[src/exu_pkg.sv]
// shared exu types; XLEN is fixed at 32 and only mtvec, mepc and mscratch exist as CSRs
package exu_pkg;

    localparam int XLEN            = 32;
    localparam int COMMIT_ID_WIDTH = 3;

    typedef logic [XLEN-1:0]            data_t;
    typedef logic [4:0]                 reg_addr_t;
    typedef logic [COMMIT_ID_WIDTH-1:0] commit_id_t;
    typedef logic [11:0]                csr_addr_t;

    // shifts take the low 5 bits of operand 2
    typedef enum logic [3:0] {
        ADD, SUB, SLL, SLT, SLTU,
        XOR, SRL, SRA, OR, AND
    } alu_op_e;

    // operand comes from dispatch or from a lane's last result
    typedef enum logic [1:0] {
        SRC_OPERAND = 2'd0,
        SRC_LANE0   = 2'd1,
        SRC_LANE1   = 2'd2
    } operand_src_e;

    typedef enum logic [2:0] {
        JAL, JALR, BEQ, BNE, BLT, BLTU, BGE, BGEU
    } bjp_op_e;

    // encoded as the low funct3 bits, 0 is not a valid access
    typedef enum logic [1:0] {
        CSRRW = 2'd1,
        CSRRS = 2'd2,
        CSRRC = 2'd3
    } csr_op_e;

    typedef struct packed {
        logic       we;
        reg_addr_t  rd;
        data_t      data;
        commit_id_t commit_id;
    } wb_t;

    localparam csr_addr_t CSR_MTVEC    = 12'h305;
    localparam csr_addr_t CSR_MEPC     = 12'h341;
    localparam csr_addr_t CSR_MSCRATCH = 12'h340;

endpackage
[src/exu_top.sv]
// dual-issue exu without mul/div/lsu; trap redirect wins over a taken branch in the same cycle
`timescale 1ns/1ns

module exu_top #(
    parameter int             WB_DEPTH    = 2,
    parameter exu_pkg::data_t MTVEC_RESET = 32'h0000_0100
) (
    input  logic                  clk,
    input  logic                  arst_n_i,
    // lane 0
    input  logic                  alu0_valid_i,
    input  exu_pkg::alu_op_e      alu0_op_i,
    input  exu_pkg::data_t        alu0_op1_i,
    input  exu_pkg::data_t        alu0_op2_i,
    input  exu_pkg::operand_src_e alu0_op1_src_i,
    input  exu_pkg::operand_src_e alu0_op2_src_i,
    input  exu_pkg::reg_addr_t    alu0_rd_i,
    input  logic                  alu0_reg_we_i,
    input  exu_pkg::commit_id_t   alu0_commit_id_i,
    output logic                  alu0_ready_o,
    output logic                  alu0_wb_valid_o,
    output logic                  alu0_wb_we_o,
    output exu_pkg::reg_addr_t    alu0_wb_rd_o,
    output exu_pkg::data_t        alu0_wb_data_o,
    output exu_pkg::commit_id_t   alu0_wb_commit_id_o,
    input  logic                  alu0_wb_ready_i,
    // lane 1
    input  logic                  alu1_valid_i,
    input  exu_pkg::alu_op_e      alu1_op_i,
    input  exu_pkg::data_t        alu1_op1_i,
    input  exu_pkg::data_t        alu1_op2_i,
    input  exu_pkg::operand_src_e alu1_op1_src_i,
    input  exu_pkg::operand_src_e alu1_op2_src_i,
    input  exu_pkg::reg_addr_t    alu1_rd_i,
    input  logic                  alu1_reg_we_i,
    input  exu_pkg::commit_id_t   alu1_commit_id_i,
    output logic                  alu1_ready_o,
    output logic                  alu1_wb_valid_o,
    output logic                  alu1_wb_we_o,
    output exu_pkg::reg_addr_t    alu1_wb_rd_o,
    output exu_pkg::data_t        alu1_wb_data_o,
    output exu_pkg::commit_id_t   alu1_wb_commit_id_o,
    input  logic                  alu1_wb_ready_i,
    // csr access
    input  logic                  csr_valid_i,
    input  exu_pkg::csr_op_e      csr_op_i,
    input  exu_pkg::csr_addr_t    csr_addr_i,
    input  exu_pkg::data_t        csr_op1_i,
    input  exu_pkg::reg_addr_t    csr_rd_i,
    input  exu_pkg::commit_id_t   csr_commit_id_i,
    output logic                  csr_ready_o,
    input  logic                  csr_wb_ready_i,
    output logic                  csr_wb_valid_o,
    output logic                  csr_wb_we_o,
    output exu_pkg::reg_addr_t    csr_wb_rd_o,
    output exu_pkg::data_t        csr_wb_data_o,
    output exu_pkg::commit_id_t   csr_wb_commit_id_o,
    // branch and system ops
    input  logic                  bjp_valid_i,
    input  exu_pkg::bjp_op_e      bjp_op_i,
    input  exu_pkg::data_t        bjp_op1_i,
    input  exu_pkg::data_t        bjp_op2_i,
    input  exu_pkg::data_t        bjp_jump_op1_i,
    input  exu_pkg::data_t        bjp_jump_op2_i,
    input  exu_pkg::data_t        pc_i,
    input  logic                  ecall_i,
    input  logic                  mret_i,
    output logic                  jump_flag_o,
    output exu_pkg::data_t        jump_addr_o,
    output logic                  misaligned_fetch_o
);
    import exu_pkg::*;

    data_t alu0_last;
    data_t alu1_last;
    logic  bru_taken;
    data_t bru_target;
    logic  bru_misaligned;
    logic  trap_valid;
    data_t trap_target;

    // both lanes get the same last-result pair, in lane order
    exu_alu_lane #(
        .WB_DEPTH(WB_DEPTH)
    ) u_alu0 (
        .clk           (clk),
        .arst_n_i      (arst_n_i),
        .valid_i       (alu0_valid_i),
        .op_i          (alu0_op_i),
        .op1_i         (alu0_op1_i),
        .op2_i         (alu0_op2_i),
        .op1_src_i     (alu0_op1_src_i),
        .op2_src_i     (alu0_op2_src_i),
        .rd_i          (alu0_rd_i),
        .reg_we_i      (alu0_reg_we_i),
        .commit_id_i   (alu0_commit_id_i),
        .lane0_last_i  (alu0_last),
        .lane1_last_i  (alu1_last),
        .ready_o       (alu0_ready_o),
        .last_result_o (alu0_last),
        .wb_valid_o    (alu0_wb_valid_o),
        .wb_we_o       (alu0_wb_we_o),
        .wb_rd_o       (alu0_wb_rd_o),
        .wb_data_o     (alu0_wb_data_o),
        .wb_commit_id_o(alu0_wb_commit_id_o),
        .wb_ready_i    (alu0_wb_ready_i)
    );

    exu_alu_lane #(
        .WB_DEPTH(WB_DEPTH)
    ) u_alu1 (
        .clk           (clk),
        .arst_n_i      (arst_n_i),
        .valid_i       (alu1_valid_i),
        .op_i          (alu1_op_i),
        .op1_i         (alu1_op1_i),
        .op2_i         (alu1_op2_i),
        .op1_src_i     (alu1_op1_src_i),
        .op2_src_i     (alu1_op2_src_i),
        .rd_i          (alu1_rd_i),
        .reg_we_i      (alu1_reg_we_i),
        .commit_id_i   (alu1_commit_id_i),
        .lane0_last_i  (alu0_last),
        .lane1_last_i  (alu1_last),
        .ready_o       (alu1_ready_o),
        .last_result_o (alu1_last),
        .wb_valid_o    (alu1_wb_valid_o),
        .wb_we_o       (alu1_wb_we_o),
        .wb_rd_o       (alu1_wb_rd_o),
        .wb_data_o     (alu1_wb_data_o),
        .wb_commit_id_o(alu1_wb_commit_id_o),
        .wb_ready_i    (alu1_wb_ready_i)
    );

    // port names match the top level, only the outputs are renamed
    exu_bru u_bru (
        .taken_o           (bru_taken),
        .target_o          (bru_target),
        .misaligned_fetch_o(bru_misaligned),
        .*
    );

    exu_csr_regs #(
        .WB_DEPTH   (WB_DEPTH),
        .MTVEC_RESET(MTVEC_RESET)
    ) u_csr (
        .trap_valid_o (trap_valid),
        .trap_target_o(trap_target),
        .*
    );

    // redirect merge, trap target first
    assign jump_flag_o        = trap_valid | bru_taken;
    assign jump_addr_o        = trap_valid ? trap_target : bru_target;
    assign misaligned_fetch_o = bru_misaligned & ~trap_valid;

endmodule

[src/exu_csr_regs.sv]
// machine CSRs mtvec, mepc, mscratch only; other addresses read zero, ecall beats mret
`timescale 1ns/1ns

module exu_csr_regs #(
    parameter int             WB_DEPTH    = 2,
    parameter exu_pkg::data_t MTVEC_RESET = 32'h0000_0100
) (
    input  logic                clk,
    input  logic                arst_n_i,
    input  logic                csr_valid_i,
    input  exu_pkg::csr_op_e    csr_op_i,
    input  exu_pkg::csr_addr_t  csr_addr_i,
    input  exu_pkg::data_t      csr_op1_i,
    input  exu_pkg::reg_addr_t  csr_rd_i,
    input  exu_pkg::commit_id_t csr_commit_id_i,
    output logic                csr_ready_o,
    input  logic                csr_wb_ready_i,
    output logic                csr_wb_valid_o,
    output logic                csr_wb_we_o,
    output exu_pkg::reg_addr_t  csr_wb_rd_o,
    output exu_pkg::data_t      csr_wb_data_o,
    output exu_pkg::commit_id_t csr_wb_commit_id_o,
    input  exu_pkg::data_t      pc_i,
    input  logic                ecall_i,
    input  logic                mret_i,
    output logic                trap_valid_o,
    output exu_pkg::data_t      trap_target_o
);
    import exu_pkg::*;

    data_t mtvec;
    data_t mepc;
    data_t mscratch;
    data_t csr_rdata;
    data_t csr_wdata;
    logic  addr_hit;
    logic  csr_accept;
    logic  csr_wr;
    logic  fifo_full;
    wb_t   push_rec;
    wb_t   pop_rec;

    always_comb begin
        addr_hit = 1'b1;
        case (csr_addr_i)
            CSR_MTVEC:    csr_rdata = mtvec;
            CSR_MEPC:     csr_rdata = mepc;
            CSR_MSCRATCH: csr_rdata = mscratch;
            default: begin
                csr_rdata = '0;
                addr_hit  = 1'b0;
            end
        endcase
    end

    always_comb begin
        case (csr_op_i)
            CSRRW:   csr_wdata = csr_op1_i;
            CSRRS:   csr_wdata = csr_rdata | csr_op1_i;
            CSRRC:   csr_wdata = csr_rdata & ~csr_op1_i;
            default: csr_wdata = csr_rdata;
        endcase
    end

    assign csr_ready_o = ~fifo_full;
    assign csr_accept  = csr_valid_i & csr_ready_o;
    // set and clear with a zero mask leave the register alone
    assign csr_wr = csr_accept & addr_hit & ((csr_op_i == CSRRW) | (csr_op1_i != '0));

    always_ff @(posedge clk or negedge arst_n_i) begin
        if (!arst_n_i) begin
            mtvec    <= MTVEC_RESET;
            mepc     <= '0;
            mscratch <= '0;
        end else begin
            if (csr_wr && (csr_addr_i == CSR_MTVEC))
                mtvec <= csr_wdata;
            if (csr_wr && (csr_addr_i == CSR_MSCRATCH))
                mscratch <= csr_wdata;
            // trap entry overrides a same-cycle software write to mepc
            if (ecall_i)
                mepc <= pc_i;
            else if (csr_wr && (csr_addr_i == CSR_MEPC))
                mepc <= csr_wdata;
        end
    end

    assign trap_valid_o  = ecall_i | mret_i;
    assign trap_target_o = ecall_i ? mtvec : mepc;

    // the old value goes back to rd
    assign push_rec = '{we: 1'b1, rd: csr_rd_i, data: csr_rdata, commit_id: csr_commit_id_i};

    exu_wb_fifo #(
        .WB_DEPTH(WB_DEPTH)
    ) u_wb_fifo (
        .clk        (clk),
        .arst_n_i   (arst_n_i),
        .push_i     (csr_accept),
        .push_data_i(push_rec),
        .pop_ready_i(csr_wb_ready_i),
        .full_o     (fifo_full),
        .pop_valid_o(csr_wb_valid_o),
        .pop_data_o (pop_rec)
    );

    assign csr_wb_we_o        = pop_rec.we;
    assign csr_wb_rd_o        = pop_rec.rd;
    assign csr_wb_data_o      = pop_rec.data;
    assign csr_wb_commit_id_o = pop_rec.commit_id;

endmodule

[src/exu_bru.sv]
// combinational branch unit; no prediction, taken_o is low without bjp_valid_i
`timescale 1ns/1ns

module exu_bru (
    input  logic             bjp_valid_i,
    input  exu_pkg::bjp_op_e bjp_op_i,
    input  exu_pkg::data_t   bjp_op1_i,
    input  exu_pkg::data_t   bjp_op2_i,
    input  exu_pkg::data_t   bjp_jump_op1_i,
    input  exu_pkg::data_t   bjp_jump_op2_i,
    output logic             taken_o,
    output exu_pkg::data_t   target_o,
    output logic             misaligned_fetch_o
);
    import exu_pkg::*;

    logic  cond;
    data_t sum;

    always_comb begin
        case (bjp_op_i)
            JAL,
            JALR:    cond = 1'b1;
            BEQ:     cond = (bjp_op1_i == bjp_op2_i);
            BNE:     cond = (bjp_op1_i != bjp_op2_i);
            BLT:     cond = ($signed(bjp_op1_i) < $signed(bjp_op2_i));
            BLTU:    cond = (bjp_op1_i < bjp_op2_i);
            BGE:     cond = ($signed(bjp_op1_i) >= $signed(bjp_op2_i));
            BGEU:    cond = (bjp_op1_i >= bjp_op2_i);
            default: cond = 1'b0;
        endcase
    end

    assign taken_o = bjp_valid_i & cond;
    assign sum     = bjp_jump_op1_i + bjp_jump_op2_i;

    // jalr drops bit 0 of the sum
    assign target_o = (bjp_op_i == JALR) ? {sum[XLEN-1:1], 1'b0} : sum;

    // no compressed instructions, so bit 1 set is a bad fetch
    assign misaligned_fetch_o = taken_o & target_o[1];

endmodule

[src/exu_alu_lane.sv]
// integer ALU lane; forwarded operands see last results from before the accepting edge
`timescale 1ns/1ns

module exu_alu_lane #(
    parameter int WB_DEPTH = 2
) (
    input  logic                  clk,
    input  logic                  arst_n_i,
    input  logic                  valid_i,
    input  exu_pkg::alu_op_e      op_i,
    input  exu_pkg::data_t        op1_i,
    input  exu_pkg::data_t        op2_i,
    input  exu_pkg::operand_src_e op1_src_i,
    input  exu_pkg::operand_src_e op2_src_i,
    input  exu_pkg::reg_addr_t    rd_i,
    input  logic                  reg_we_i,
    input  exu_pkg::commit_id_t   commit_id_i,
    input  exu_pkg::data_t        lane0_last_i,
    input  exu_pkg::data_t        lane1_last_i,
    output logic                  ready_o,
    output exu_pkg::data_t        last_result_o,
    output logic                  wb_valid_o,
    output logic                  wb_we_o,
    output exu_pkg::reg_addr_t    wb_rd_o,
    output exu_pkg::data_t        wb_data_o,
    output exu_pkg::commit_id_t   wb_commit_id_o,
    input  logic                  wb_ready_i
);
    import exu_pkg::*;

    data_t      opa;
    data_t      opb;
    data_t      result;
    logic [4:0] shamt;
    logic       fifo_full;
    logic       accept;
    wb_t        push_rec;
    wb_t        pop_rec;

    function automatic data_t select_operand(operand_src_e src, data_t given,
                                             data_t last0, data_t last1);
        case (src)
            SRC_LANE0: return last0;
            SRC_LANE1: return last1;
            default:   return given;
        endcase
    endfunction

    assign opa   = select_operand(op1_src_i, op1_i, lane0_last_i, lane1_last_i);
    assign opb   = select_operand(op2_src_i, op2_i, lane0_last_i, lane1_last_i);
    assign shamt = opb[4:0];

    always_comb begin
        case (op_i)
            ADD:     result = opa + opb;
            SUB:     result = opa - opb;
            SLL:     result = opa << shamt;
            SLT:     result = data_t'($signed(opa) < $signed(opb));
            SLTU:    result = data_t'(opa < opb);
            XOR:     result = opa ^ opb;
            SRL:     result = opa >> shamt;
            SRA:     result = data_t'($signed(opa) >>> shamt);
            OR:      result = opa | opb;
            AND:     result = opa & opb;
            default: result = '0;
        endcase
    end

    // ready only reflects queue occupancy
    assign ready_o = ~fifo_full;
    assign accept  = valid_i & ready_o;

    always_ff @(posedge clk or negedge arst_n_i) begin
        if (!arst_n_i)
            last_result_o <= '0;
        else if (accept)
            last_result_o <= result;
    end

    assign push_rec = '{we: reg_we_i, rd: rd_i, data: result, commit_id: commit_id_i};

    exu_wb_fifo #(
        .WB_DEPTH(WB_DEPTH)
    ) u_wb_fifo (
        .clk        (clk),
        .arst_n_i   (arst_n_i),
        .push_i     (accept),
        .push_data_i(push_rec),
        .pop_ready_i(wb_ready_i),
        .full_o     (fifo_full),
        .pop_valid_o(wb_valid_o),
        .pop_data_o (pop_rec)
    );

    assign wb_we_o        = pop_rec.we;
    assign wb_rd_o        = pop_rec.rd;
    assign wb_data_o      = pop_rec.data;
    assign wb_commit_id_o = pop_rec.commit_id;

endmodule

[src/exu_wb_fifo.sv]
// writeback queue; WB_DEPTH must be 2 or more, pushes while full are dropped
`timescale 1ns/1ns

module exu_wb_fifo #(
    parameter int WB_DEPTH = 2
) (
    input  logic         clk,
    input  logic         arst_n_i,
    input  logic         push_i,
    input  exu_pkg::wb_t push_data_i,
    input  logic         pop_ready_i,
    output logic         full_o,
    output logic         pop_valid_o,
    output exu_pkg::wb_t pop_data_o
);
    import exu_pkg::*;

    localparam int PTR_W = $clog2(WB_DEPTH);
    localparam int CNT_W = $clog2(WB_DEPTH + 1);

    wb_t              mem [WB_DEPTH];
    logic [PTR_W-1:0] wr_ptr;
    logic [PTR_W-1:0] rd_ptr;
    logic [CNT_W-1:0] count;
    logic             do_push;
    logic             do_pop;

    // full depends on the count alone, no path from pop_ready_i
    assign full_o      = (count == CNT_W'(WB_DEPTH));
    assign pop_valid_o = (count != '0);
    assign pop_data_o  = mem[rd_ptr];

    assign do_push = push_i & ~full_o;
    assign do_pop  = pop_valid_o & pop_ready_i;

    always_ff @(posedge clk) begin
        if (do_push)
            mem[wr_ptr] <= push_data_i;
    end

    always_ff @(posedge clk or negedge arst_n_i) begin
        if (!arst_n_i) begin
            wr_ptr <= '0;
            rd_ptr <= '0;
            count  <= '0;
        end else begin
            // depth need not be a power of two, so wrap explicitly
            if (do_push)
                wr_ptr <= (wr_ptr == PTR_W'(WB_DEPTH - 1)) ? '0 : wr_ptr + 1'b1;
            if (do_pop)
                rd_ptr <= (rd_ptr == PTR_W'(WB_DEPTH - 1)) ? '0 : rd_ptr + 1'b1;
            case ({do_push, do_pop})
                2'b10:   count <= count + 1'b1;
                2'b01:   count <= count - 1'b1;
                default: count <= count;
            endcase
        end
    end

endmodule

[config.mk]
export PLATFORM = sky130hd
export DESIGN_NAME = exu_top
export DESIGN_NICKNAME = d
export VERILOG_FILES = /design/src/exu_pkg.sv /design/src/exu_top.sv /design/src/exu_csr_regs.sv /design/src/exu_bru.sv /design/src/exu_alu_lane.sv /design/src/exu_wb_fifo.sv
export SDC_FILE = /design/constraint.sdc
export NUM_CORES = 2
export LEC_CHECK = 0
export BUFFER_PORTS_ARGS = -buffer_cell sky130_fd_sc_hd__buf_2
export CORE_ASPECT_RATIO = 1.5
export CORE_MARGIN = 8
export CORE_UTILIZATION = 40
export CTS_BUF_LIST = sky130_fd_sc_hd__clkbuf_8
export CTS_CLUSTER_SIZE = 12
export DETAILED_ROUTE_END_ITERATION = 8
export GPL_ROUTABILITY_DRIVEN = 1
export SLEW_MARGIN = 15
export SYNTH_ARGS = -nofsm -noshare
export SYNTH_HDL_FRONTEND = slang
export SYNTH_SLANG_ARGS = --single-unit
[constraint.sdc]
create_clock -name clk -period 5.4 [get_ports clk]
set_clock_uncertainty 0.15 [all_clocks]
set_input_delay 0.54 -clock clk [delete_from_list [all_inputs] [get_ports clk]]
set_output_delay 0.54 -clock clk [all_outputs]
set_load 0.05 [all_outputs]
==> results.md <==
- Crit path cell chain: buf_4, a221oi_1, nor2_1, ha_1, a21oi_1, o21bai_1, a211o_1, a211oi_1, o21ai_1, o21a_1, a31o_2, and4_1, o32ai_1, nand2_1
- Vias in the first global route: 44800
- Post-layout minimum cycle time: 5.46 ns
- Ys Warns: 0
- Die area: 112000 sq um
- Final count of pins violating max slew: 0
- Final WL: 238000 microns
- Reg-to-reg startpoint: u_alu0.last_result_o[1]
- Worst-Skew Late Latency: 0.80 ns
- Post-synthesis sequential area ratio: 28.8%
- H-Tree Level Count: 3
- Crit path DAT: 5.78 ns
- Synth top area cells: edfxtp_1 (18%), dfrtp_1 (11%), ha_1 (8.3%)
- Met2 GRT Util: 69.4%
- Nets: 6301
- Crit start category: flop
- Peak supply drop: 323 uV
- DR pass1 iterations: 8
- Top-area cell type share of the netlist area: 18.1%
- Share of cells above drive strength 1: 26.8%
- Max Clock Freq: 0.183 GHz
- DP HPWL: 190000 microns
- Clock Sinks: 416
- Initial antenna violation count: 23
- Starting Density: 40.1%
- Std cell rows: 143
- Crit path from: u_alu0.last_result_o[1]
- Die Span Y: 405 microns
- Fin crit share: 101%
- Final setup violation count: 3
- Netlist cell types: 106
- Pleak: 0.0223 uW
- Number of remaining DRC errors: 0
- Unrepaired setup endpoints after global routing: false
- Antenna-violating nets left: 0
- Final Hold Viols: 0
- Largest fanout on the critical path: 5
- GRT Max-Usage Layer: met2
- Power Dens Cells: 454 nW/um^2
- Worst path max stage delay: 0.87 ns
- Routed len/inst: 33.9 microns
- DR vias: 44500
- Min-delay src: csr_op1_i[21]
- RD Place Congestion: 1.15
- Hold Crit Class: in2reg
- Global route overflow: 0
- Total global-route track usage: 41.2%
- Multi-input logic area: 26400 sq um
- Final TNS setup: -0.145 ns
- Die W: 276 microns
- CTS root buffer: clkbuf_8
- Largest net degree at the start of global routing: 101
- First-pass GRT wire length: 330000 microns
- Most instantiated cells after synthesis: nand2_1 (434), nor2_1 (393), a21oi_1 (378), inv_1 (285), o21ai_0 (285)
- Met3 Use GR: 9.61%
- Crit path max-delay family: compound AO/OA/AOI/OAI gates
- Top Ports: 553
- Number of port buffers: 551
- Core Box Area: 101000 sq um
- Worst setup margin: -0.0598 ns
- Starting DRT DRC Count: 4436
- Worst Max-Slew Pin Slew: 1.22 ns
- EDFF count, synth: 244
- Worst Path Required: 5.72 ns
- Predominant post-synthesis flop cell: edfxtp_1
- Post-synth top area cell: edfxtp_1
- Reg area: 11600 sq um
- Max cap viols: 0
- Run status: finished with violations
- Synth Instances: 4769
- Async set-reset flop share out of synthesis: 41.3%
- Dpl cells: 6808
- Post-Syn Area: 40400 sq um
- Synth Area per Inst: 8.48 sq um
- Critical path buffer and inverter count: 1
- Pre-CTS WS: -0.444 ns
- GR Util met1: 41.8%
- Failing checks: setup timing
- Post-layout util: 49.4%
- # fillers: 9926
- Slew headroom: 18.1%
- Most common cell in the netlist: nand2_1
- Clock Tree Buf Depth: 3
- Final Non-Filler Cells: 7013
- Area delta synth->final: 23.0%
- Clock transition at path regs: 0.07 ns
- Crit-path slowest cell: a211oi_1
- Critical path class: reg2reg
- Post-Syn Nets: 5432
- TritonCTS clock tree: yes
- Seq cells post-synth: 416
- CTS buffer count: 71
- Critical path endpoint category: flop
- Via-to-Cell Ratio: 6.34
- Pwr Total: 22600 uW
[worst register-to-register path, stage by stage (launching register included)]
cell and delay [ns]:
dfrtp_1 0.52, buf_4 0.24, a221oi_1 0.09, nor2_1 0.42, ha_1 0.35, a21oi_1 0.18
o21bai_1 0.12, a211o_1 0.42, a211oi_1 0.87, o21ai_1 0.22, o21a_1 0.38, a31o_2 0.32
and4_1 0.20, o32ai_1 0.57, nand2_1 0.15
[final timing paths]
path                                                to  slack (ns)  depth (start not counted)
max reg2reg                u_alu0.u_wb_fifo.mem[0][32]       -0.06                         14
min in group asynchronous      u_alu1.u_wb_fifo.wr_ptr        0.21                          2
max                        u_alu0.u_wb_fifo.mem[0][32]       -0.06                         14
min reg2reg                  u_alu1.u_wb_fifo.count[1]        0.34                          1
min                                 u_csr.mscratch[21]         0.1                          4
max in group asynchronous      u_alu0.last_result_o[5]        3.73                          3
[metal layers]
layer / part of all wire [%] / routed length [microns] / up-vias
met2: 47 / 113000 / 2518
met4: 11 / 27000 / 8
met1: 33 / 79100 / 21500
met3: 7.9 / 18800 / 920
met5: 0.023 / 55 / -
li1: - / - / 19500
[report_power, final]
group / internal (uW) / switching (uW) / total, uW / leakage, uW
registers: 4330 / 827 / 5160 / 0.00455
logic: 4790 / 9540 / 14300 / 0.0170
clock network: 1530 / 1550 / 3080 / 0.000795
[layout by cell type, fill, tap and decap left out, types with 21 or more instances in the layout]
master         instances
buf_2                550
buf_4                512
nand2_1              430
nor2_1               387
a21oi_1              378
inv_1                299
o21ai_0              283
ha_1                 264
mux2i_1              256
edfxtp_1             244
mux2_2               223
dfrtp_1              168
a22oi_1              123
a211oi_1              99
clkbuf_8              81
nor3_1                77
nor2b_1               74
xnor2_1               64
dlygate4sd3_1         62
a21o_1                61
a221oi_1              60
o211ai_1              57
a31oi_1               54
nand3_1               52
o21ai_1               50
o221ai_1              43
a221o_1               40
o21a_1                39
o22ai_1               39
nand2b_1              38
nor4_1                34
a22o_1                32
o21bai_1              28
nand4_1               27
o31ai_1               24
or2_2                 22
or3_1                 21
mux4_2                21
xor2_1                21
[cell type report]
type,instances,share of cell area [%]
antenna,11,0.0554
clock buffer,80,2.21
clock inverter,52,0.715
inverter,295,2.23
multi-input combinational,3716,53.0
sequential,416,23.4
tap,1305,3.28
timing repair buffer,1138,15.1
[registers in the layout (all words and copies together), names as in the netlist, 32 cells and up]
| signal | cells |
|---|---|
| u_alu0.last_result_o | 32 |
| u_alu0.u_wb_fifo.mem | 82 |
| u_alu1.last_result_o | 32 |
| u_alu1.u_wb_fifo.mem | 82 |
| u_csr.mepc | 32 |
| u_csr.mscratch | 32 |
| u_csr.mtvec | 32 |
| u_csr.u_wb_fifo.mem | 80 |
[kinds of logic after synthesis]
logic type | synth area share [%]
other | 0.00928
XOR/XNOR | 1.84
multiplexers | 13.8
flip-flops | 28.8
adder cells (fa/ha/maj) | 8.54
buffers and inverters | 6.31
AND/OR/NAND/NOR | 14.2
AO/OA/AOI/OAI | 26.5
[stage by stage]
stage	hold slack [ns]	cell area [sq um]
3_5_place_dp	0.334	47600
3_3_place_gp	0.324	47600
2_1_floorplan	0.0944	40400
5_1_grt	0.0741	49700
6_report	0.0987	49700
4_1_cts	0.0462	49700
[repair_timing]
item	in CTS	in global routing
hold endpoints to repair	185	0
endpoints found under the setup margin	0	1
resized for setup	0	1
setup buffers	0	0
hold buffers	62	0
(Power assumes the default switching activity.)
